--- src/hw/peri_pkg.sv ---
/*
 * Shared types and address map for the peripheral bus subsystem.
 * Imported by every RTL module that needs a bus type or a map constant.
 */
package peri_pkg;

    // Request size code from the core, all ones means idle
    typedef enum logic [1:0] {
        BUS_BYTE = 2'b00,
        BUS_HALF = 2'b01,
        BUS_WORD = 2'b10,
        BUS_NONE = 2'b11
    } bus_size_e;

    // Which block answers the current address
    typedef enum logic [1:0] {
        TGT_NONE = 2'd0,
        TGT_GPIO = 2'd1,
        TGT_SLOT = 2'd2
    } peri_target_e;

    typedef logic [31:0] data_t;
    typedef logic [7:0]  byte_t;
    typedef logic [10:0] addr_t;
    typedef logic [4:0]  func_sel_t;

    // Pin function codes, slot n is FUNC_SLOT_BASE + n
    localparam func_sel_t FUNC_GPIO      = 5'd1;
    localparam func_sel_t FUNC_SLOT_BASE = 5'd16;

    localparam int NUM_PINS = 8;

    // Full peripheral region
    localparam addr_t      GPIO_BASE       = 11'h040;
    localparam int         GPIO_WINDOW     = 64;
    localparam logic [5:0] GPIO_OUT_OFS    = 6'h00;
    localparam logic [5:0] GPIO_IN_OFS     = 6'h04;
    localparam logic [5:0] GPIO_SEL_OFS    = 6'h20;
    localparam int         GPIO_SEL_STRIDE = 4;

    // Byte peripheral region
    localparam addr_t      SLOT_BASE      = 11'h400;
    localparam int         SLOT_WINDOW    = 16;
    localparam logic [3:0] SLOT_OUT_OFS   = 4'd0;
    localparam logic [3:0] SLOT_COUNT_OFS = 4'd1;
    localparam logic [3:0] SLOT_PIN_OFS   = 4'd2;

endpackage

--- src/hw/peri_addr_decode.sv ---
/*
 * Address decoder: picks GPIO, a byte slot or nothing from the bus address.
 * Also produces the write strobes for the selected block.
 */
`timescale 1ns/1ps

module peri_addr_decode import peri_pkg::*; #(
    parameter int NUM_SLOTS = 4
) (
    input  addr_t                i_addr,
    input  bus_size_e            i_data_write_n,
    output peri_target_e         o_target,
    output logic [3:0]           o_slot_idx,
    output logic                 o_gpio_wr,
    output logic [NUM_SLOTS-1:0] o_slot_wr
);

    localparam int SLOT_IDX_LSB = $clog2(SLOT_WINDOW);
    // The slot region holds at most 16 windows
    localparam int SLOT_REGION  = 16 * SLOT_WINDOW;

    addr_t slot_rel;
    logic  in_gpio;
    logic  in_slot_region;
    logic  wr_req;

    assign slot_rel       = i_addr - SLOT_BASE;
    assign o_slot_idx     = slot_rel[SLOT_IDX_LSB +: 4];

    assign in_gpio        = (i_addr >= GPIO_BASE) && (i_addr < GPIO_BASE + GPIO_WINDOW);
    assign in_slot_region = (i_addr >= SLOT_BASE) && (i_addr < SLOT_BASE + SLOT_REGION);

    assign wr_req         = (i_data_write_n != BUS_NONE);

    always_comb begin
        o_target = TGT_NONE;
        if (in_gpio) begin
            o_target = TGT_GPIO;
        end else if (in_slot_region && (int'(o_slot_idx) < NUM_SLOTS)) begin
            // Slots beyond the fitted count stay unmapped
            o_target = TGT_SLOT;
        end
    end

    assign o_gpio_wr = wr_req && (o_target == TGT_GPIO);

    always_comb begin
        for (int s = 0; s < NUM_SLOTS; s++) begin
            o_slot_wr[s] = wr_req && (o_target == TGT_SLOT) && (int'(o_slot_idx) == s);
        end
    end

endmodule

--- src/hw/peri_byte_slot.sv ---
/*
 * Byte peripheral slot: output byte, input pin select and a rising-edge
 * counter on the selected input. One copy per slot at the top level.
 */
`timescale 1ns/1ps

module peri_byte_slot import peri_pkg::*; (
    input  logic       i_clk,
    input  logic       i_rst_n,
    input  byte_t      i_ui_in,
    input  logic       i_wr,
    input  logic [3:0] i_ofs,
    input  byte_t      i_wdata,
    output byte_t      o_out,
    output byte_t      o_rdata
);

    byte_t      out_q;
    logic [2:0] pin_sel_q;
    byte_t      count_q;
    logic       pin_q;
    logic       pin_prev_q;
    logic       rise;

    // Two sample stages, so a rise counts on the second edge after it
    assign rise = pin_q && !pin_prev_q;

    always_ff @(posedge i_clk) begin
        if (!i_rst_n) begin
            out_q      <= '0;
            pin_sel_q  <= '0;
            pin_q      <= 1'b0;
            pin_prev_q <= 1'b0;
        end else begin
            pin_q      <= i_ui_in[pin_sel_q];
            pin_prev_q <= pin_q;
            if (i_wr && (i_ofs == SLOT_OUT_OFS)) begin
                out_q <= i_wdata;
            end
            if (i_wr && (i_ofs == SLOT_PIN_OFS)) begin
                pin_sel_q <= i_wdata[2:0];
            end
        end
    end

    // Counter wraps at 256
    always_ff @(posedge i_clk) begin
        if (!i_rst_n) begin
            count_q <= '0;
        end else if (i_wr && (i_ofs == SLOT_COUNT_OFS)) begin
            // Any write value clears the count
            count_q <= '0;
        end else if (rise) begin
            count_q <= count_q + 8'd1;
        end
    end

    assign o_out = out_q;

    always_comb begin
        case (i_ofs)
            SLOT_OUT_OFS:   o_rdata = out_q;
            SLOT_COUNT_OFS: o_rdata = count_q;
            SLOT_PIN_OFS:   o_rdata = {5'h0, pin_sel_q};
            default:        o_rdata = '0;
        endcase
    end

endmodule

--- src/hw/peri_gpio.sv ---
/*
 * GPIO block: output byte, live input byte and per-pin function selects.
 * Writes take the low data byte; reads return the register zero-extended.
 */
`timescale 1ns/1ps

module peri_gpio import peri_pkg::*; (
    input  logic      i_clk,
    input  logic      i_rst_n,
    input  byte_t     i_ui_in,
    input  logic      i_wr,
    input  logic [5:0] i_ofs,
    input  byte_t     i_wdata,
    output byte_t     o_gpio_out,
    output func_sel_t o_func_sel [NUM_PINS],
    output data_t     o_rdata
);

    localparam int SEL_SHIFT = $clog2(GPIO_SEL_STRIDE);
    localparam int PIN_W     = $clog2(NUM_PINS);

    byte_t              gpio_out_q;
    func_sel_t          func_sel_q [NUM_PINS];
    logic [5:0]         sel_rel;
    logic               sel_hit;
    logic [PIN_W-1:0]   sel_pin;

    // Function selects sit on a word stride above GPIO_SEL_OFS
    assign sel_rel = i_ofs - GPIO_SEL_OFS;
    assign sel_hit = (i_ofs >= GPIO_SEL_OFS)
                  && (sel_rel[SEL_SHIFT-1:0] == '0)
                  && (sel_rel < NUM_PINS * GPIO_SEL_STRIDE);
    assign sel_pin = sel_rel[SEL_SHIFT +: PIN_W];

    always_ff @(posedge i_clk) begin
        if (!i_rst_n) begin
            gpio_out_q <= '0;
            for (int p = 0; p < NUM_PINS; p++) begin
                func_sel_q[p] <= FUNC_GPIO;
            end
        end else if (i_wr) begin
            if (i_ofs == GPIO_OUT_OFS) begin
                gpio_out_q <= i_wdata;
            end
            if (sel_hit) begin
                func_sel_q[sel_pin] <= i_wdata[4:0];
            end
        end
    end

    assign o_gpio_out = gpio_out_q;
    assign o_func_sel = func_sel_q;

    always_comb begin
        if (i_ofs == GPIO_OUT_OFS) begin
            o_rdata = {24'h0, gpio_out_q};
        end else if (i_ofs == GPIO_IN_OFS) begin
            o_rdata = {24'h0, i_ui_in};
        end else if (sel_hit) begin
            o_rdata = {27'h0, func_sel_q[sel_pin]};
        end else begin
            o_rdata = '0;
        end
    end

endmodule

--- src/hw/peri_pin_mux.sv ---
/*
 * Output pin routing. Each pin follows the GPIO byte or one slot's byte,
 * chosen by its function select; unknown codes drive the pin low.
 */
`timescale 1ns/1ps

module peri_pin_mux import peri_pkg::*; #(
    parameter int NUM_SLOTS = 4
) (
    input  func_sel_t i_func_sel [NUM_PINS],
    input  byte_t     i_gpio_out,
    input  byte_t     i_slot_out [NUM_SLOTS],
    output byte_t     o_uo_out
);

    always_comb begin
        for (int k = 0; k < NUM_PINS; k++) begin
            o_uo_out[k] = 1'b0;
            if (i_func_sel[k] == FUNC_GPIO) begin
                o_uo_out[k] = i_gpio_out[k];
            end
            // Slot codes at or above NUM_SLOTS match nothing and leave 0
            for (int s = 0; s < NUM_SLOTS; s++) begin
                if (int'(i_func_sel[k]) == int'(FUNC_SLOT_BASE) + s) begin
                    o_uo_out[k] = i_slot_out[s][k];
                end
            end
        end
    end

endmodule

--- src/hw/peri_read_return.sv ---
/*
 * Read return path: muxes the selected read word, captures it once per read
 * and holds it until the core signals read complete.
 */
`timescale 1ns/1ps

module peri_read_return import peri_pkg::*; #(
    parameter int NUM_SLOTS = 4
) (
    input  logic         i_clk,
    input  logic         i_rst_n,
    input  peri_target_e i_target,
    input  logic [3:0]   i_slot_idx,
    input  data_t        i_gpio_rdata,
    input  byte_t        i_slot_rdata [NUM_SLOTS],
    input  bus_size_e    i_data_read_n,
    input  bus_size_e    i_data_write_n,
    input  logic         i_data_read_complete,
    output data_t        o_data_out,
    output logic         o_data_ready
);

    data_t rdata_mux;
    data_t data_q;
    logic  hold_q;
    logic  ready_q;
    logic  read_req;
    logic  write_req;

    assign read_req  = (i_data_read_n != BUS_NONE);
    assign write_req = (i_data_write_n != BUS_NONE);

    always_comb begin
        rdata_mux = '0;
        case (i_target)
            TGT_GPIO: rdata_mux = i_gpio_rdata;
            TGT_SLOT: begin
                for (int s = 0; s < NUM_SLOTS; s++) begin
                    if (int'(i_slot_idx) == s) begin
                        rdata_mux = {24'h0, i_slot_rdata[s]};
                    end
                end
            end
            default: rdata_mux = '0;
        endcase
    end

    // Capture at the first edge of a read, ready one edge later
    always_ff @(posedge i_clk) begin
        if (!i_rst_n) begin
            hold_q  <= 1'b0;
            ready_q <= 1'b0;
        end else begin
            if (i_data_read_complete) begin
                hold_q <= 1'b0;
            end else if (!hold_q && read_req) begin
                hold_q <= 1'b1;
            end
            ready_q <= read_req && hold_q && !i_data_read_complete;
        end
    end

    always_ff @(posedge i_clk) begin
        if (!hold_q && read_req) begin
            data_q <= rdata_mux;
        end
    end

    assign o_data_out   = data_q;
    // Writes are acknowledged in the cycle they are requested
    assign o_data_ready = ready_q || write_req;

endmodule

--- src/hw/peri_subsystem.sv ---
/*
 * Peripheral bus subsystem top level: decoder, GPIO, byte slots, pin mux
 * and read return. Connects to the core's native request interface.
 */
`timescale 1ns/1ps

module peri_subsystem import peri_pkg::*; #(
    parameter int NUM_SLOTS = 4
) (
    input  logic      i_clk,
    input  logic      i_rst_n,
    input  byte_t     i_ui_in,
    input  addr_t     i_addr,
    input  data_t     i_data_in,
    input  bus_size_e i_data_write_n,
    input  bus_size_e i_data_read_n,
    input  logic      i_data_read_complete,
    output data_t     o_data_out,
    output logic      o_data_ready,
    output byte_t     o_uo_out
);

    peri_target_e         target;
    logic [3:0]           slot_idx;
    logic                 gpio_wr;
    logic [NUM_SLOTS-1:0] slot_wr;

    byte_t                gpio_out;
    func_sel_t            func_sel [NUM_PINS];
    data_t                gpio_rdata;

    byte_t                slot_out   [NUM_SLOTS];
    byte_t                slot_rdata [NUM_SLOTS];

    peri_addr_decode #(
        .NUM_SLOTS      (NUM_SLOTS)
    ) u_decode (
        .i_addr         (i_addr),
        .i_data_write_n (i_data_write_n),
        .o_target       (target),
        .o_slot_idx     (slot_idx),
        .o_gpio_wr      (gpio_wr),
        .o_slot_wr      (slot_wr)
    );

    peri_gpio u_gpio (
        .i_clk          (i_clk),
        .i_rst_n        (i_rst_n),
        .i_ui_in        (i_ui_in),
        .i_wr           (gpio_wr),
        .i_ofs          (i_addr[5:0]),
        .i_wdata        (i_data_in[7:0]),
        .o_gpio_out     (gpio_out),
        .o_func_sel     (func_sel),
        .o_rdata        (gpio_rdata)
    );

    // One identical byte peripheral per slot
    for (genvar s = 0; s < NUM_SLOTS; s++) begin : g_slot
        peri_byte_slot u_slot (
            .i_clk      (i_clk),
            .i_rst_n    (i_rst_n),
            .i_ui_in    (i_ui_in),
            .i_wr       (slot_wr[s]),
            .i_ofs      (i_addr[3:0]),
            .i_wdata    (i_data_in[7:0]),
            .o_out      (slot_out[s]),
            .o_rdata    (slot_rdata[s])
        );
    end

    peri_pin_mux #(
        .NUM_SLOTS      (NUM_SLOTS)
    ) u_pin_mux (
        .i_func_sel     (func_sel),
        .i_gpio_out     (gpio_out),
        .i_slot_out     (slot_out),
        .o_uo_out       (o_uo_out)
    );

    peri_read_return #(
        .NUM_SLOTS            (NUM_SLOTS)
    ) u_read_return (
        .i_clk                (i_clk),
        .i_rst_n              (i_rst_n),
        .i_target             (target),
        .i_slot_idx           (slot_idx),
        .i_gpio_rdata         (gpio_rdata),
        .i_slot_rdata         (slot_rdata),
        .i_data_read_n        (i_data_read_n),
        .i_data_write_n       (i_data_write_n),
        .i_data_read_complete (i_data_read_complete),
        .o_data_out           (o_data_out),
        .o_data_ready         (o_data_ready)
    );

endmodule

--- config.mk ---
export PLATFORM = sky130hd
export DESIGN_NAME = peri_subsystem
export DESIGN_NICKNAME = d
export VERILOG_FILES = /design/src/hw/peri_pkg.sv /design/src/hw/peri_addr_decode.sv /design/src/hw/peri_byte_slot.sv /design/src/hw/peri_gpio.sv /design/src/hw/peri_pin_mux.sv /design/src/hw/peri_read_return.sv /design/src/hw/peri_subsystem.sv
export SDC_FILE = /design/constraint.sdc
export NUM_CORES = 1
export LEC_CHECK = 0
export BUFFER_PORTS_ARGS = -buffer_cell sky130_fd_sc_hd__buf_2
export CAP_MARGIN = 20
export CELL_PAD_IN_SITES_DETAIL_PLACEMENT = 1
export CELL_PAD_IN_SITES_GLOBAL_PLACEMENT = 1
export CORE_MARGIN = 2
export CORE_UTILIZATION = 40
export CTS_CLUSTER_DIAMETER = 30
export DETAILED_ROUTE_END_ITERATION = 16
export GPL_ROUTABILITY_DRIVEN = 0
export GPL_TIMING_DRIVEN = 0
export MAX_ROUTING_LAYER = met4
export PLACE_DENSITY = 0.71
export SYNTH_ARGS = -nofsm -noshare
export SYNTH_HDL_FRONTEND = slang
export SYNTH_SLANG_ARGS = --single-unit
--- constraint.sdc ---
create_clock -name i_clk -period 2.31 [get_ports i_clk]
set_clock_uncertainty 0.1 [all_clocks]
set_input_delay 0.3465 -clock i_clk [delete_from_list [all_inputs] [get_ports i_clk]]
set_output_delay 0.3465 -clock i_clk [all_outputs]
set_load 0.005 [all_outputs]
==> results.txt, run 1 <==
The run finished with clean final reports. The sort of element at the end of the critical path is an output port. For the global-route met1 utilization, the log shows 0.430. The worst register-to-register path begins at u_gpio.o_func_sel[6]. After the last flow step, the layout net total stands at 1010. The post-synthesis instance area is 0.00792 mm2.

The die covers 0.0209 mm2. The logs give 0.00458 mm2 for the multi-input gate area in the final layout and 22900 um for the half-perimeter wire length after placement. In this run the core area contains 51 standard-cell rows. The number of antenna violations at the first check in global routing was 0. The run gives 0.314 as the overall routing resource usage. Across the run, the number of max-cap violations was 0. The path class of the tightest hold or removal check is in2reg.

The count of buffers added on input and output ports is 46. Proportion of total power due to net switching: 0.247. Cell with the biggest individual delay on the critical path: sky130_fd_sc_hd__mux4_2.

Measured along the x axis, the die boundary spans 145 um. The effective utilization at floorplan was 0.407. The share of final-layout standard cells stronger than drive strength 1 is 0.199. The final-report hold violation count was 0; the clock network fraction of total power was 0.490. STA classifies the critical path startpoint as a flop.

The total overflow left after global routing is 0. The clock latency reported for the late side of the worst-skew pair was 0.43 ns; the count of vias placed by the detailed router was 7562. The delay of the slowest cell on the worst path was 0.56 ns. The layer flagged by global routing as most heavily used is met2. Setup repair after global routing could not meet its margin everywhere.

Sequential cell fraction of total power: 0.426. Walking the worst path, the cells encountered are mux4_2 -> a32oi_1 -> nor3_1 -> buf_2. During synthesis, Yosys emitted a total of 0 warnings.

The library cell used as clock root buffer is sky130_fd_sc_hd__clkbuf_16. The combinational share of power is 0.084, and the number of global-route vias before repair is 7471. The power per standard cell area works out to 640 mW/mm2. The async set-or-reset flop fraction in the synthesized netlist works out to 0.

The routed via count divided by cell count is 6.17. The critical path in this run is classified as reg2out. In this run the remaining antenna-violating nets after routing total 0. The met3 usage was 0.0480; the number of flops mapped to enable cells by yosys was 8. The maximum net fanout on the critical path is 4, and the aggregate routed wire length is 30900 um. The reported leakage power was 3.17 nW; the pin count of the biggest net entering global routing was 17. Dividing the detail-routed wire length by the instance count gives 25.2 um. In the final timing run, aggregate negative setup slack is 0 ns. The synthesis-stage register bit count came out at 142. The number of remaining DRC errors is 0.

The highest ir drop seen on vdd was 0.373 mV. After clock tree synthesis, the clock-pin slew on the worst setup and hold paths is 0.06 ns. Switching power summed over all nets: 1.46 mW. Counting the fill cells in the layout gives 2300. The logs give 0 for the number of buffers inserted for hold repair after clock tree synthesis and 0.0195 mm2 for the core region area. The most common cell after layout, fill and taps aside is sky130_fd_sc_hd__dfxtp_1.

Maximum clock frequency: 0.445 GHz. In this run, CTS created clock tree buffers numbering 17. The portion of the clock cycle consumed by the worst path in the final layout works out to 0.974. The clock passes through at most 2 buffers. The clock tree synthesis step divided the H-tree into 4 levels. The relative slew slack is 0.428. The number of pins with negative max-slew slack in the final report was 0.

STA puts the critical path data required time at 1.86 ns. The synthesized netlist contains 64 unique library cells. During I/O placement, the number of pins put on the boundary was 99. In the final layout, flip-flops and latches occupy 0.00293 mm2. The final-layout worst hold slack was 0.0736 ns. In the synthesized netlist, the number of instances is 855. The setup check on the worst reg-to-reg path leaves a slack of 0.37 ns. The worst endpoint data arrival time came out at 1.80 ns. Sequential cell area fraction in the yosys report: 0.369.

In this run the critical register-to-register path is captured at u_read_return.o_data_out[1]. TritonCTS built the clock tree. The most used flip-flop cell after synthesis is sky130_fd_sc_hd__dfxtp_1. The met2 routing resource usage after global routing was 0.474. The library cells used most frequently in the layout, excluding fill and tap cells, are sky130_fd_sc_hd__dfxtp_1 (129), sky130_fd_sc_hd__nand3_1 (111), sky130_fd_sc_hd__o21ai_0 (98). The clock net in this run drives a total of 142 sinks. Count of cells along the worst hold path: 3. The pre-antenna-repair detailed-routing pass consisted of 5 iterations. The area added between synthesis and finish was 16.7%; the design internal power was 4.45 mW. The number of antenna diodes in the final layout is 0.

The launch instance of the worst min-delay path was i_data_read_complete. Setup violations remaining at the end of the flow were counted as 0. The design draws 5.92 mW.

In this run the mean area of a mapped cell was 9.26 um2. The initial detailed-routing violation count was 920. Hold path endpoint: u_read_return.hold_q.

Die boundary height: 145 um. The number of cells on the worst reg-to-reg path is 4, and the global-route wire length before repair is 46300 um. The slew of the pin with the lowest slew margin came out at 0.859 ns. The time the final worst path needs with I/O delays and setup came out at 2.25 ns.
## timing repair
item | 4_1_cts | 5_1_grt
resized for setup | 3 | 5
pin swaps | 2 | 2
buffers inserted | 2 | 2
setup endpoints to repair | 14 | 46
## Yosys cell counts (6+ instances only)
library cell,n,area share
sky130_fd_sc_hd__a21boi_1,17,0.016
sky130_fd_sc_hd__a21oi_1,13,0.0082
sky130_fd_sc_hd__nand4_1,20,0.016
sky130_fd_sc_hd__xnor2_1,7,0.0077
sky130_fd_sc_hd__dfxtp_1,134,0.34
sky130_fd_sc_hd__nor2_1,42,0.020
sky130_fd_sc_hd__buf_2,21,0.013
sky130_fd_sc_hd__o21ai_1,10,0.0063
sky130_fd_sc_hd__nor3_1,14,0.0088
sky130_fd_sc_hd__nand3b_1,6,0.0057
sky130_fd_sc_hd__inv_1,6,0.0028
sky130_fd_sc_hd__nor2b_1,12,0.0095
sky130_fd_sc_hd__edfxtp_1,8,0.030
sky130_fd_sc_hd__nand3_1,111,0.070
sky130_fd_sc_hd__xor2_1,20,0.022
sky130_fd_sc_hd__o21ai_0,98,0.062
sky130_fd_sc_hd__and2_1,7,0.0055
sky130_fd_sc_hd__buf_4,26,0.025
sky130_fd_sc_hd__a21boi_0,68,0.064
sky130_fd_sc_hd__o22ai_1,8,0.0063
sky130_fd_sc_hd__nand2_1,15,0.0071
sky130_fd_sc_hd__mux2i_1,27,0.034
sky130_fd_sc_hd__mux4_2,31,0.088
sky130_fd_sc_hd__clkbuf_1,39,0.018
## state kept, by name, indices dropped and copies added, names as in the netlist
register	cells
u_read_return.o_data_out	8
u_read_return.ready_q	1
u_read_return.hold_q	1
g_slot.u_slot.pin_q	4
u_gpio.o_func_sel	40
u_gpio.o_gpio_out	8
g_slot.u_slot.count_q	32
g_slot.u_slot.pin_sel_q	12
g_slot.u_slot.o_out	32
g_slot.u_slot.pin_prev_q	4
## worst max-delay path, delay by kind of cell, from the launching register on
kind / cells / cell delay (ns)
buf+inv: 1 / 0.13
simple gates: 1 / 0.07
compound gates: 1 / 0.23
mux: 1 / 0.56
flops: 1 / 0.39
## power by group through the flow
stage / clock (mW) / sequential [mW] / combinational [mW]
final: 2.90 / 2.52 / 0.496
after global routing: 3.02 / 2.52 / 0.527
after CTS: 2.92 / 2.52 / 0.484
after detailed placement: 0 / 2.58 / 0.481
after global placement: 0 / 2.58 / 0.474
after floorplan: 0 / 2.57 / 0.295
## cells by family (layout without fill, tap and decap cells)
group                    after synthesis  after routing  share of synthesized area
AND/OR/NAND/NOR                      269            269                      0.195
AO/OA/AOI/OAI                        254            254                      0.209
flip-flops                           142            142                      0.369
buffers and inverters                 98            180                     0.0649
multiplexers                          60             60                      0.125
XOR/XNOR                              27             27                     0.0299
adder cells (fa/ha/maj)                4              4                    0.00632
other                                  1             24                   0.000474
## worst max-delay path by stage
stage,cells past startpoint,from,end
after floorplan,6,i_addr[2],u_read_return.o_data_out[4]
after global placement,6,i_addr[4],u_read_return.o_data_out[5]
after detailed placement,7,i_addr[2],u_read_return.o_data_out[1]
after CTS,4,u_gpio.o_func_sel[15],o_uo_out[4]
after global routing,7,i_addr[2],g_slot[0].u_slot.count_q[7]
final,4,u_gpio.o_func_sel[25],o_uo_out[2]
## through the flow
stage / std cells / utilization / setup WS (ns) / cell area [um2]
after floorplan: 878 / - / 0.164 / 8010
after global placement: 1189 / 0.440 / -0.569 / 8570
after detailed placement: 1190 / 0.440 / -0.565 / 8570
after CTS: 1223 / 0.473 / 0.0127 / 9210
after global routing: 1225 / 0.475 / -0.0976 / 9240
final: 1225 / 0.475 / 0.0606 / 9240
## area by class of cell
type                    instances  area share
clock buffers                  22      0.0513
plain buffers                  92      0.0535
repair buffers                 51      0.0301
multi-input cells             638       0.496
inverters                       6     0.00244
flip-flops and latches        142       0.317
clock inverters                 9      0.0141
well taps                     265      0.0359
## layer usage
layer | vias up | wire length [um]
met1 | 3764 | 13400
met4 | 0 | 1100
met5 | - | 0
met2 | 382 | 13800
li1 | 3337 | -
met3 | 79 | 2590
Note: power is estimated with default switching activity, not from simulation.
==> run 2: changes to the inputs <==
==> constraint.sdc (replaced) <==
create_clock -name i_clk -period 2.9 [get_ports i_clk]
set_clock_uncertainty 0.1 [all_clocks]
set_input_delay 0.435 -clock i_clk [delete_from_list [all_inputs] [get_ports i_clk]]
set_output_delay 0.435 -clock i_clk [all_outputs]
set_load 0.005 [all_outputs]
==> results.txt, run 2 (synthesis results as in run 1) <==
The run gives 6 (+1) as the count of TritonRoute iterations in the first routing pass. The wire length per cell is 25.2 um (-0.22%). The post-placement setup slack came out at -0.0630 ns (+0.502 ns). Initial detailed-routing violation count: 859 (-6.6%). The area of placed instances came out at 0.00857 mm2 (unchanged). The min-delay analysis places its worst path in the category in2reg. The flow ran to the end, and the final reports show no timing, DRC or antenna violations. The tools report the number of buffers inserted for hold repair after clock tree synthesis as 0 (unchanged). The number of antenna violations at the first check in global routing was 0 (unchanged). For the H-tree depth, the log shows 4 (unchanged). Uppermost layer routed: met4. The most common cell after layout, fill and taps aside is sky130_fd_sc_hd__dfxtp_1. The number of global-route vias before repair was 7455 (-0.21%). The final total power was 4.72 mW (-20%). The cell with the biggest individual delay on the critical path is sky130_fd_sc_hd__nor4b_2. The die boundary height works out to 145 um (unchanged). Most common cell type on the critical path: sky130_fd_sc_hd__buf_2. The run gives 0.0209 mm2 (unchanged) as the die area. The library cell used as clock root buffer was sky130_fd_sc_hd__clkbuf_16.

The total number of cells along the worst setup path works out to 6 (+2). For the half-perimeter wire length after placement, the log shows 22900 um (unchanged). The worst setup path is launched from an input port.

The run gives 13800 um (+0.35%) as the total met2 wirelength after detailed routing. Number of fill cells in the layout: 2302 (+0.087%). The logs give 0 (unchanged) for the number of nets with antenna violations after routing and 0 (unchanged) for the number of pins with negative max-slew slack in the final report.

The reported leakage power came out at 3.15 nW (-0.45%). The run gives 0.322 ns (+0.261 ns) as the smallest setup slack after layout. The worst setup path is of the in2reg kind. The count of cells along the worst hold path is 3 (unchanged), and the slew of the pin with the lowest slew margin is 0.862 ns (+0.00280 ns). The logs give 0.0195 mm2 (unchanged) for the core region area and 0.300 mV (-19%) for the highest ir drop seen on vdd. Standard-cell row count: 51 (unchanged). The final-report hold violation count is 0 (unchanged), and the worst endpoint data arrival time is 2.79 ns (+0.99 ns). For the overall routing resource usage, the log shows 0.314 (about the same). The sum of met3 wire segment lengths after detailed routing was 2430 um (-6.1%).

The effective utilization at floorplan is 0.407 (unchanged), and the power per standard cell area is 514 mW/mm2 (-20%). Traced cell by cell, the critical path runs through buf_2 -> buf_2 -> nor4b_2 -> nand4_1 -> o21ai_0 -> a21boi_0. Required time at the worst-slack endpoint: 3.11 ns (+1.25 ns). The number of sinks driven by the clock tree is 142 (unchanged).

The count of vias placed by the detailed router was 7567 (+0.066%); the share of final-layout standard cells stronger than drive strength 1 was 0.189 (-0.00983). The area added between synthesis and finish came out at 15.9%. The flip-flop count of the largest register after layout is 40 (unchanged), and the sum of overflow across all layers after global routing is 0 (unchanged).

For the net count reported at finish, the log shows 1007 (-0.30%). The clock-pin slew of the registers on the worst-case setup and hold paths works out to 0.06 ns (about the same). For the final-layout worst hold slack, the log shows 0.158 ns (+0.0849 ns).

The run gives 99 (unchanged) as the top-level I/O count. The number of remaining DRC errors is 0 (unchanged). The run gives 0.426 (-0.00187) as the relative slew slack.

Number of buffer and inverter stages on the critical path: 2 (+1). The number of buffers inserted by port buffering came out at 46 (unchanged). The family with the most delay on the worst path is simple AND/OR/NAND/NOR gates. The portion of the clock cycle consumed by the worst path in the final layout works out to 0.889.

The tools report the total of max-cap violations as 0 (unchanged). The area of all placed cells without fillers was 0.00918 mm2 (-0.61%). The pin count of the biggest net entering global routing is 17 (unchanged). The tools report the number of clock buffers inserted by TritonCTS as 17 (unchanged).

STA classifies the critical path endpoint as a flop. TritonCTS built the clock tree. The logs give 30800 um (-0.47%) for the aggregate routed wire length and 0 ns (unchanged) for the total negative slack for setup checks. Number of antenna repair diodes: 0 (unchanged). The number of gates resized after cts was 0 (-3); the maximum count of clock buffers along a single path was 2 (unchanged). The run gives 0.44 ns (about the same) as the clock latency reported for the late side of the worst-skew pair.

The maximum net fanout on the critical path was 10 (+6). Setup repair after global routing left no endpoint under its margin. The global-route wire length before repair came out at 46300 um (about the same). The final setup violation count was 0 (unchanged); the wire length the detailed router placed on met1 was 13500 um (+0.61%). The delay of the slowest cell on the worst path works out to 0.78 ns (+0.22 ns). Derived from the worst setup path, the maximum achievable clock frequency is 0.388 GHz. The routed design could run at a clock period as short as 2.58 ns. The routed via count divided by cell count was 6.19 (+0.31%); the number of cells on the worst reg-to-reg path was 4 (unchanged).

The tools report the setup fix buffers added after clock tree synthesis as 0 (-2). The die boundary width was 145 um (unchanged). Leaving out fill and tap cells, the most frequent cells in the layout are sky130_fd_sc_hd__dfxtp_1 (134), sky130_fd_sc_hd__nand3_1 (111), sky130_fd_sc_hd__o21ai_0 (98).
[run 2: final timing paths]
| path | startpoint | to | slack (ns) |
|---|---|---|---|
| setup reg to reg | u_gpio.o_func_sel[6] | u_read_return.o_data_out[1] | 0.94 |
| setup / recovery | i_addr[2] | g_slot[1].u_slot.pin_sel_q[1] | 0.32 |
| hold reg to reg | g_slot[0].u_slot.pin_q | g_slot[0].u_slot.pin_prev_q | 0.39 |
| hold / removal | i_data_read_complete | u_read_return.hold_q | 0.16 |
[run 2: where the power goes]
part           switching [mW]  internal (mW)
Combinational           0.256          0.137
Sequential             0.0202           1.99
Clock                   0.894           1.42
[run 2: area by class of cell]
type	instances	area, um2	share of cell area
buffer	92	492	0.0536
clock buffer	22	474	0.0516
clock inverter	9	130	0.0142
inverter	6	22.5	0.00245
multi-input combinational	638	4570	0.498
sequential	142	2920	0.318
tap	265	332	0.0361
timing repair buffer	48	240	0.0262
[run 2: worst min-delay path, cell delays in order]
cell and delay [ns]:
sky130_fd_sc_hd__buf_2 0.08, sky130_fd_sc_hd__nor2b_1 0.04, sky130_fd_sc_hd__o21a_1 0.09
[run 2: stage by stage]
stage,util,std cells
after CTS,0.471,1221
final,0.472,1222
after floorplan,-,878
after global routing,0.472,1222
after detailed placement,0.440,1190
after global placement,0.440,1189
[run 2: per-layer routing]
metal / global-route usage / up-vias
met1: 0.427 / 3807
met3: 0.0536 / 73
li1: - / 3334
met4: 0.108 / 0
met2: 0.474 / 353
met5: - / -
==> run 3: changes to the inputs <==
--- a/config.mk
+++ b/config.mk
@@ -10,13 +10,13 @@
 export CELL_PAD_IN_SITES_DETAIL_PLACEMENT = 1
 export CELL_PAD_IN_SITES_GLOBAL_PLACEMENT = 1
 export CORE_MARGIN = 2
-export CORE_UTILIZATION = 40
+export CORE_UTILIZATION = 48
 export CTS_CLUSTER_DIAMETER = 30
 export DETAILED_ROUTE_END_ITERATION = 16
 export GPL_ROUTABILITY_DRIVEN = 0
 export GPL_TIMING_DRIVEN = 0
 export MAX_ROUTING_LAYER = met4
-export PLACE_DENSITY = 0.71
+export PLACE_DENSITY = 0.86
 export SYNTH_ARGS = -nofsm -noshare
 export SYNTH_HDL_FRONTEND = slang
 export SYNTH_SLANG_ARGS = --single-unit
==> results.txt, run 3 (synthesis results as in run 1) <==
The flow ran to the end, and the final reports show no timing, DRC or antenna violations. The die boundary height was 132 um (-8.5%). The maximum net fanout on the critical path is 10 (unchanged), and the count of vias placed by the detailed router is 7998 (+5.7%).

The area added between synthesis and finish works out to 15.5%. The proportion of total power due to net switching is 0.245 (-0.00293), and the setup fix buffers added after clock tree synthesis is 0 (unchanged). The count of TritonRoute iterations in the first routing pass was 7 (+1); the share of final-layout standard cells stronger than drive strength 1 was 0.190 (+0.00104). The library cell used most frequently in the layout, excluding fill and tap cells, is sky130_fd_sc_hd__dfxtp_1.

The top-level I/O count was 99 (unchanged); the design internal power was 3.58 mW (+1.1%). Number of buffers inserted by port buffering: 46 (unchanged). The run gives 0 (unchanged) as the sum of overflow across all layers after global routing. The logs give 0.495 (+0.0880) for the effective utilization at floorplan and 2 (unchanged) for the maximum count of clock buffers along a single path. The routed via count divided by cell count came out at 6.81 (+10%). The power per standard cell area is 519 mW/mm2 (+1.1%). Clock tree synthesis selected as its root buffer the cell sky130_fd_sc_hd__clkbuf_16. The relative slew slack was 0.243 (-0.182). In this run the worst hold path is classified as in2reg. The count of placed standard cells including taps is 1141 (-4.1%). STA classifies the critical path endpoint as a flop. The number of antenna violations at the first check in global routing was 2 (+2).

The clock-pin slew of the registers on the worst-case setup and hold paths works out to 0.06 ns (about the same). Setup repair after global routing left no endpoint under its margin. The run gives 0.083 (about the same) as the combinational share of power.

The run gives 0 (unchanged) as the final setup violation count. TritonCTS built the clock tree. The switching power summed over all nets is 1.16 mW (-0.53%).

The tools report the maximum clock frequency as 0.384 GHz (-0.92%). The tools report the final-report hold violation count as 0 (unchanged). For the total of max-cap violations, the log shows 0 (unchanged).

For the overall routing resource usage, the log shows 0.366 (+0.0523). The core region area was 0.0160 mm2 (-18%); the slew of the pin with the lowest slew margin was 1.12 ns (+0.263 ns). Standard-cell row count: 46 (-9.8%). The sequential cell fraction of total power came out at 0.423 (-0.003).

The number of global-route vias before repair was 8127 (+9.0%); the required time at the worst-slack endpoint was 3.10 ns (about the same). The highest ir drop seen on vdd is 0.441 mV (+47%). Wire length per cell: 26.6 um (+5.8%). The flip-flop count of the largest register after layout came out at 40 (unchanged). In the layout the commonest cells are sky130_fd_sc_hd__dfxtp_1 (134), sky130_fd_sc_hd__nand3_1 (111), sky130_fd_sc_hd__o21ai_0 (98).

The tools report the die area as 0.0175 mm2 (-16%). The clock latency reported for the late side of the worst-skew pair was 0.44 ns (about the same); the initial detailed-routing violation count was 1049 (+22%). The total negative slack for setup checks came out at 0 ns (unchanged).

The logs give 17 (unchanged) for the number of clock buffers inserted by TritonCTS and 22100 um (-3.8%) for the half-perimeter wire length after placement. The H-tree depth is 4 (unchanged), and the time the final worst path needs with I/O delays and setup is 2.60 ns (+0.0238 ns). The worst endpoint data arrival time is 2.80 ns (about the same). The portion of the clock cycle consumed by the worst path in the final layout was 0.897 (+0.00821); the pin count of the biggest net entering global routing was 17 (unchanged). The die boundary width was 132 um (-8.5%).

The number of buffers inserted for hold repair after clock tree synthesis was 0 (unchanged); the reported leakage power was 3.16 nW (+0.13%). The number of gates resized after cts is 0 (unchanged). The number of remaining DRC errors is 0 (unchanged).

The run gives 0 (unchanged) as the number of nets with antenna violations after routing. The worst setup path category is in2reg. The clock network fraction of total power was 0.494 (+0.003). The aggregate routed wire length is 31300 um (+1.7%). The tools report the category of the worst setup path launch point as an input port. The number of sinks driven by the clock tree came out at 142 (unchanged). The number of standard cells in the final layout excluding fillers was 1174 (-3.9%). The global-route wire length before repair was 47600 um (+2.8%). For the net count reported at finish, the log shows 1006 (-0.099%). The run gives 0 (unchanged) as the number of pins with negative max-slew slack in the final report.
## run 3: cell count changes in the layout (fill, tap and decap cells not counted), sizes merged
cell / change
clkbuf: +3
diode: +1
inv: -3
clkinv: +1
bufinv: -1
buf: -1
clkinvlp: +1
## run 3: area by class of cell
cell class | instances | area (um2)
Sequential cell | 142 | 2920
Inverter | 6 | 22.5
Tap cell | 216 | 270
Antenna cell | 1 | 2.50
Buffer | 92 | 492
Clock inverter | 7 | 96.3
Multi-Input combinational cell | 638 | 4570
Timing Repair Buffer | 47 | 235
Fill cell | 1916 | 6850
Clock buffer | 25 | 537
## run 3: worst max-delay path, stage by stage
cell and delay (ns):
sky130_fd_sc_hd__buf_2 0.10, sky130_fd_sc_hd__buf_2 0.23, sky130_fd_sc_hd__nor4b_2 0.75, sky130_fd_sc_hd__nand4_1 0.67
sky130_fd_sc_hd__o21ai_0 0.44, sky130_fd_sc_hd__a21boi_0 0.16
## run 3: final timing paths
kind / startpoint / end / slack [ns] / cells past startpoint
max: i_addr[2] / g_slot[1].u_slot.pin_sel_q[0] / 0.30 / 6
min: i_data_read_complete / u_read_return.hold_q / 0.15 / 3
max reg2reg: u_gpio.o_func_sel[20] / u_read_return.o_data_out[0] / 0.95 / 4
min reg2reg: u_read_return.hold_q / u_read_return.hold_q / 0.39 / 1
## run 3: through the flow
| stage | util | hold WS, ns | worst slack [ns] | instance area, um2 | power [mW] |
|---|---|---|---|---|---|
| final | 0.572 | 0.151 | 0.298 | 9150 | 4.75 |
| after global routing | 0.572 | 0.174 | 0.238 | 9150 | 4.84 |
| after CTS | 0.571 | 0.150 | 0.397 | 9140 | 4.73 |
| after detailed placement | 0.532 | 0.367 | 0.0324 | 8510 | 2.42 |
| after global placement | 0.532 | 0.364 | 0.0000666 | 8510 | 2.42 |
| after floorplan | - | 0.342 | 0.666 | 8010 | 2.28 |
## run 3: power groups by stage
stage          Clock [mW]  Sequential, mW  Combinational, mW
2_1_floorplan           0            2.05              0.235
3_3_place_gp            0            2.05              0.364
3_5_place_dp            0            2.05              0.373
4_1_cts              2.34            2.01              0.378
5_1_grt              2.42            2.01              0.413
6_report             2.34            2.01              0.395
## run 3: metal layers
metal  up-vias  GRT usage  routed length (um)
li1       3329          -                   -
met1      3915      0.446               11800
met2       574      0.559               14100
met3       180     0.0920                3500
met4         0      0.194                1850
met5         -          -                   0
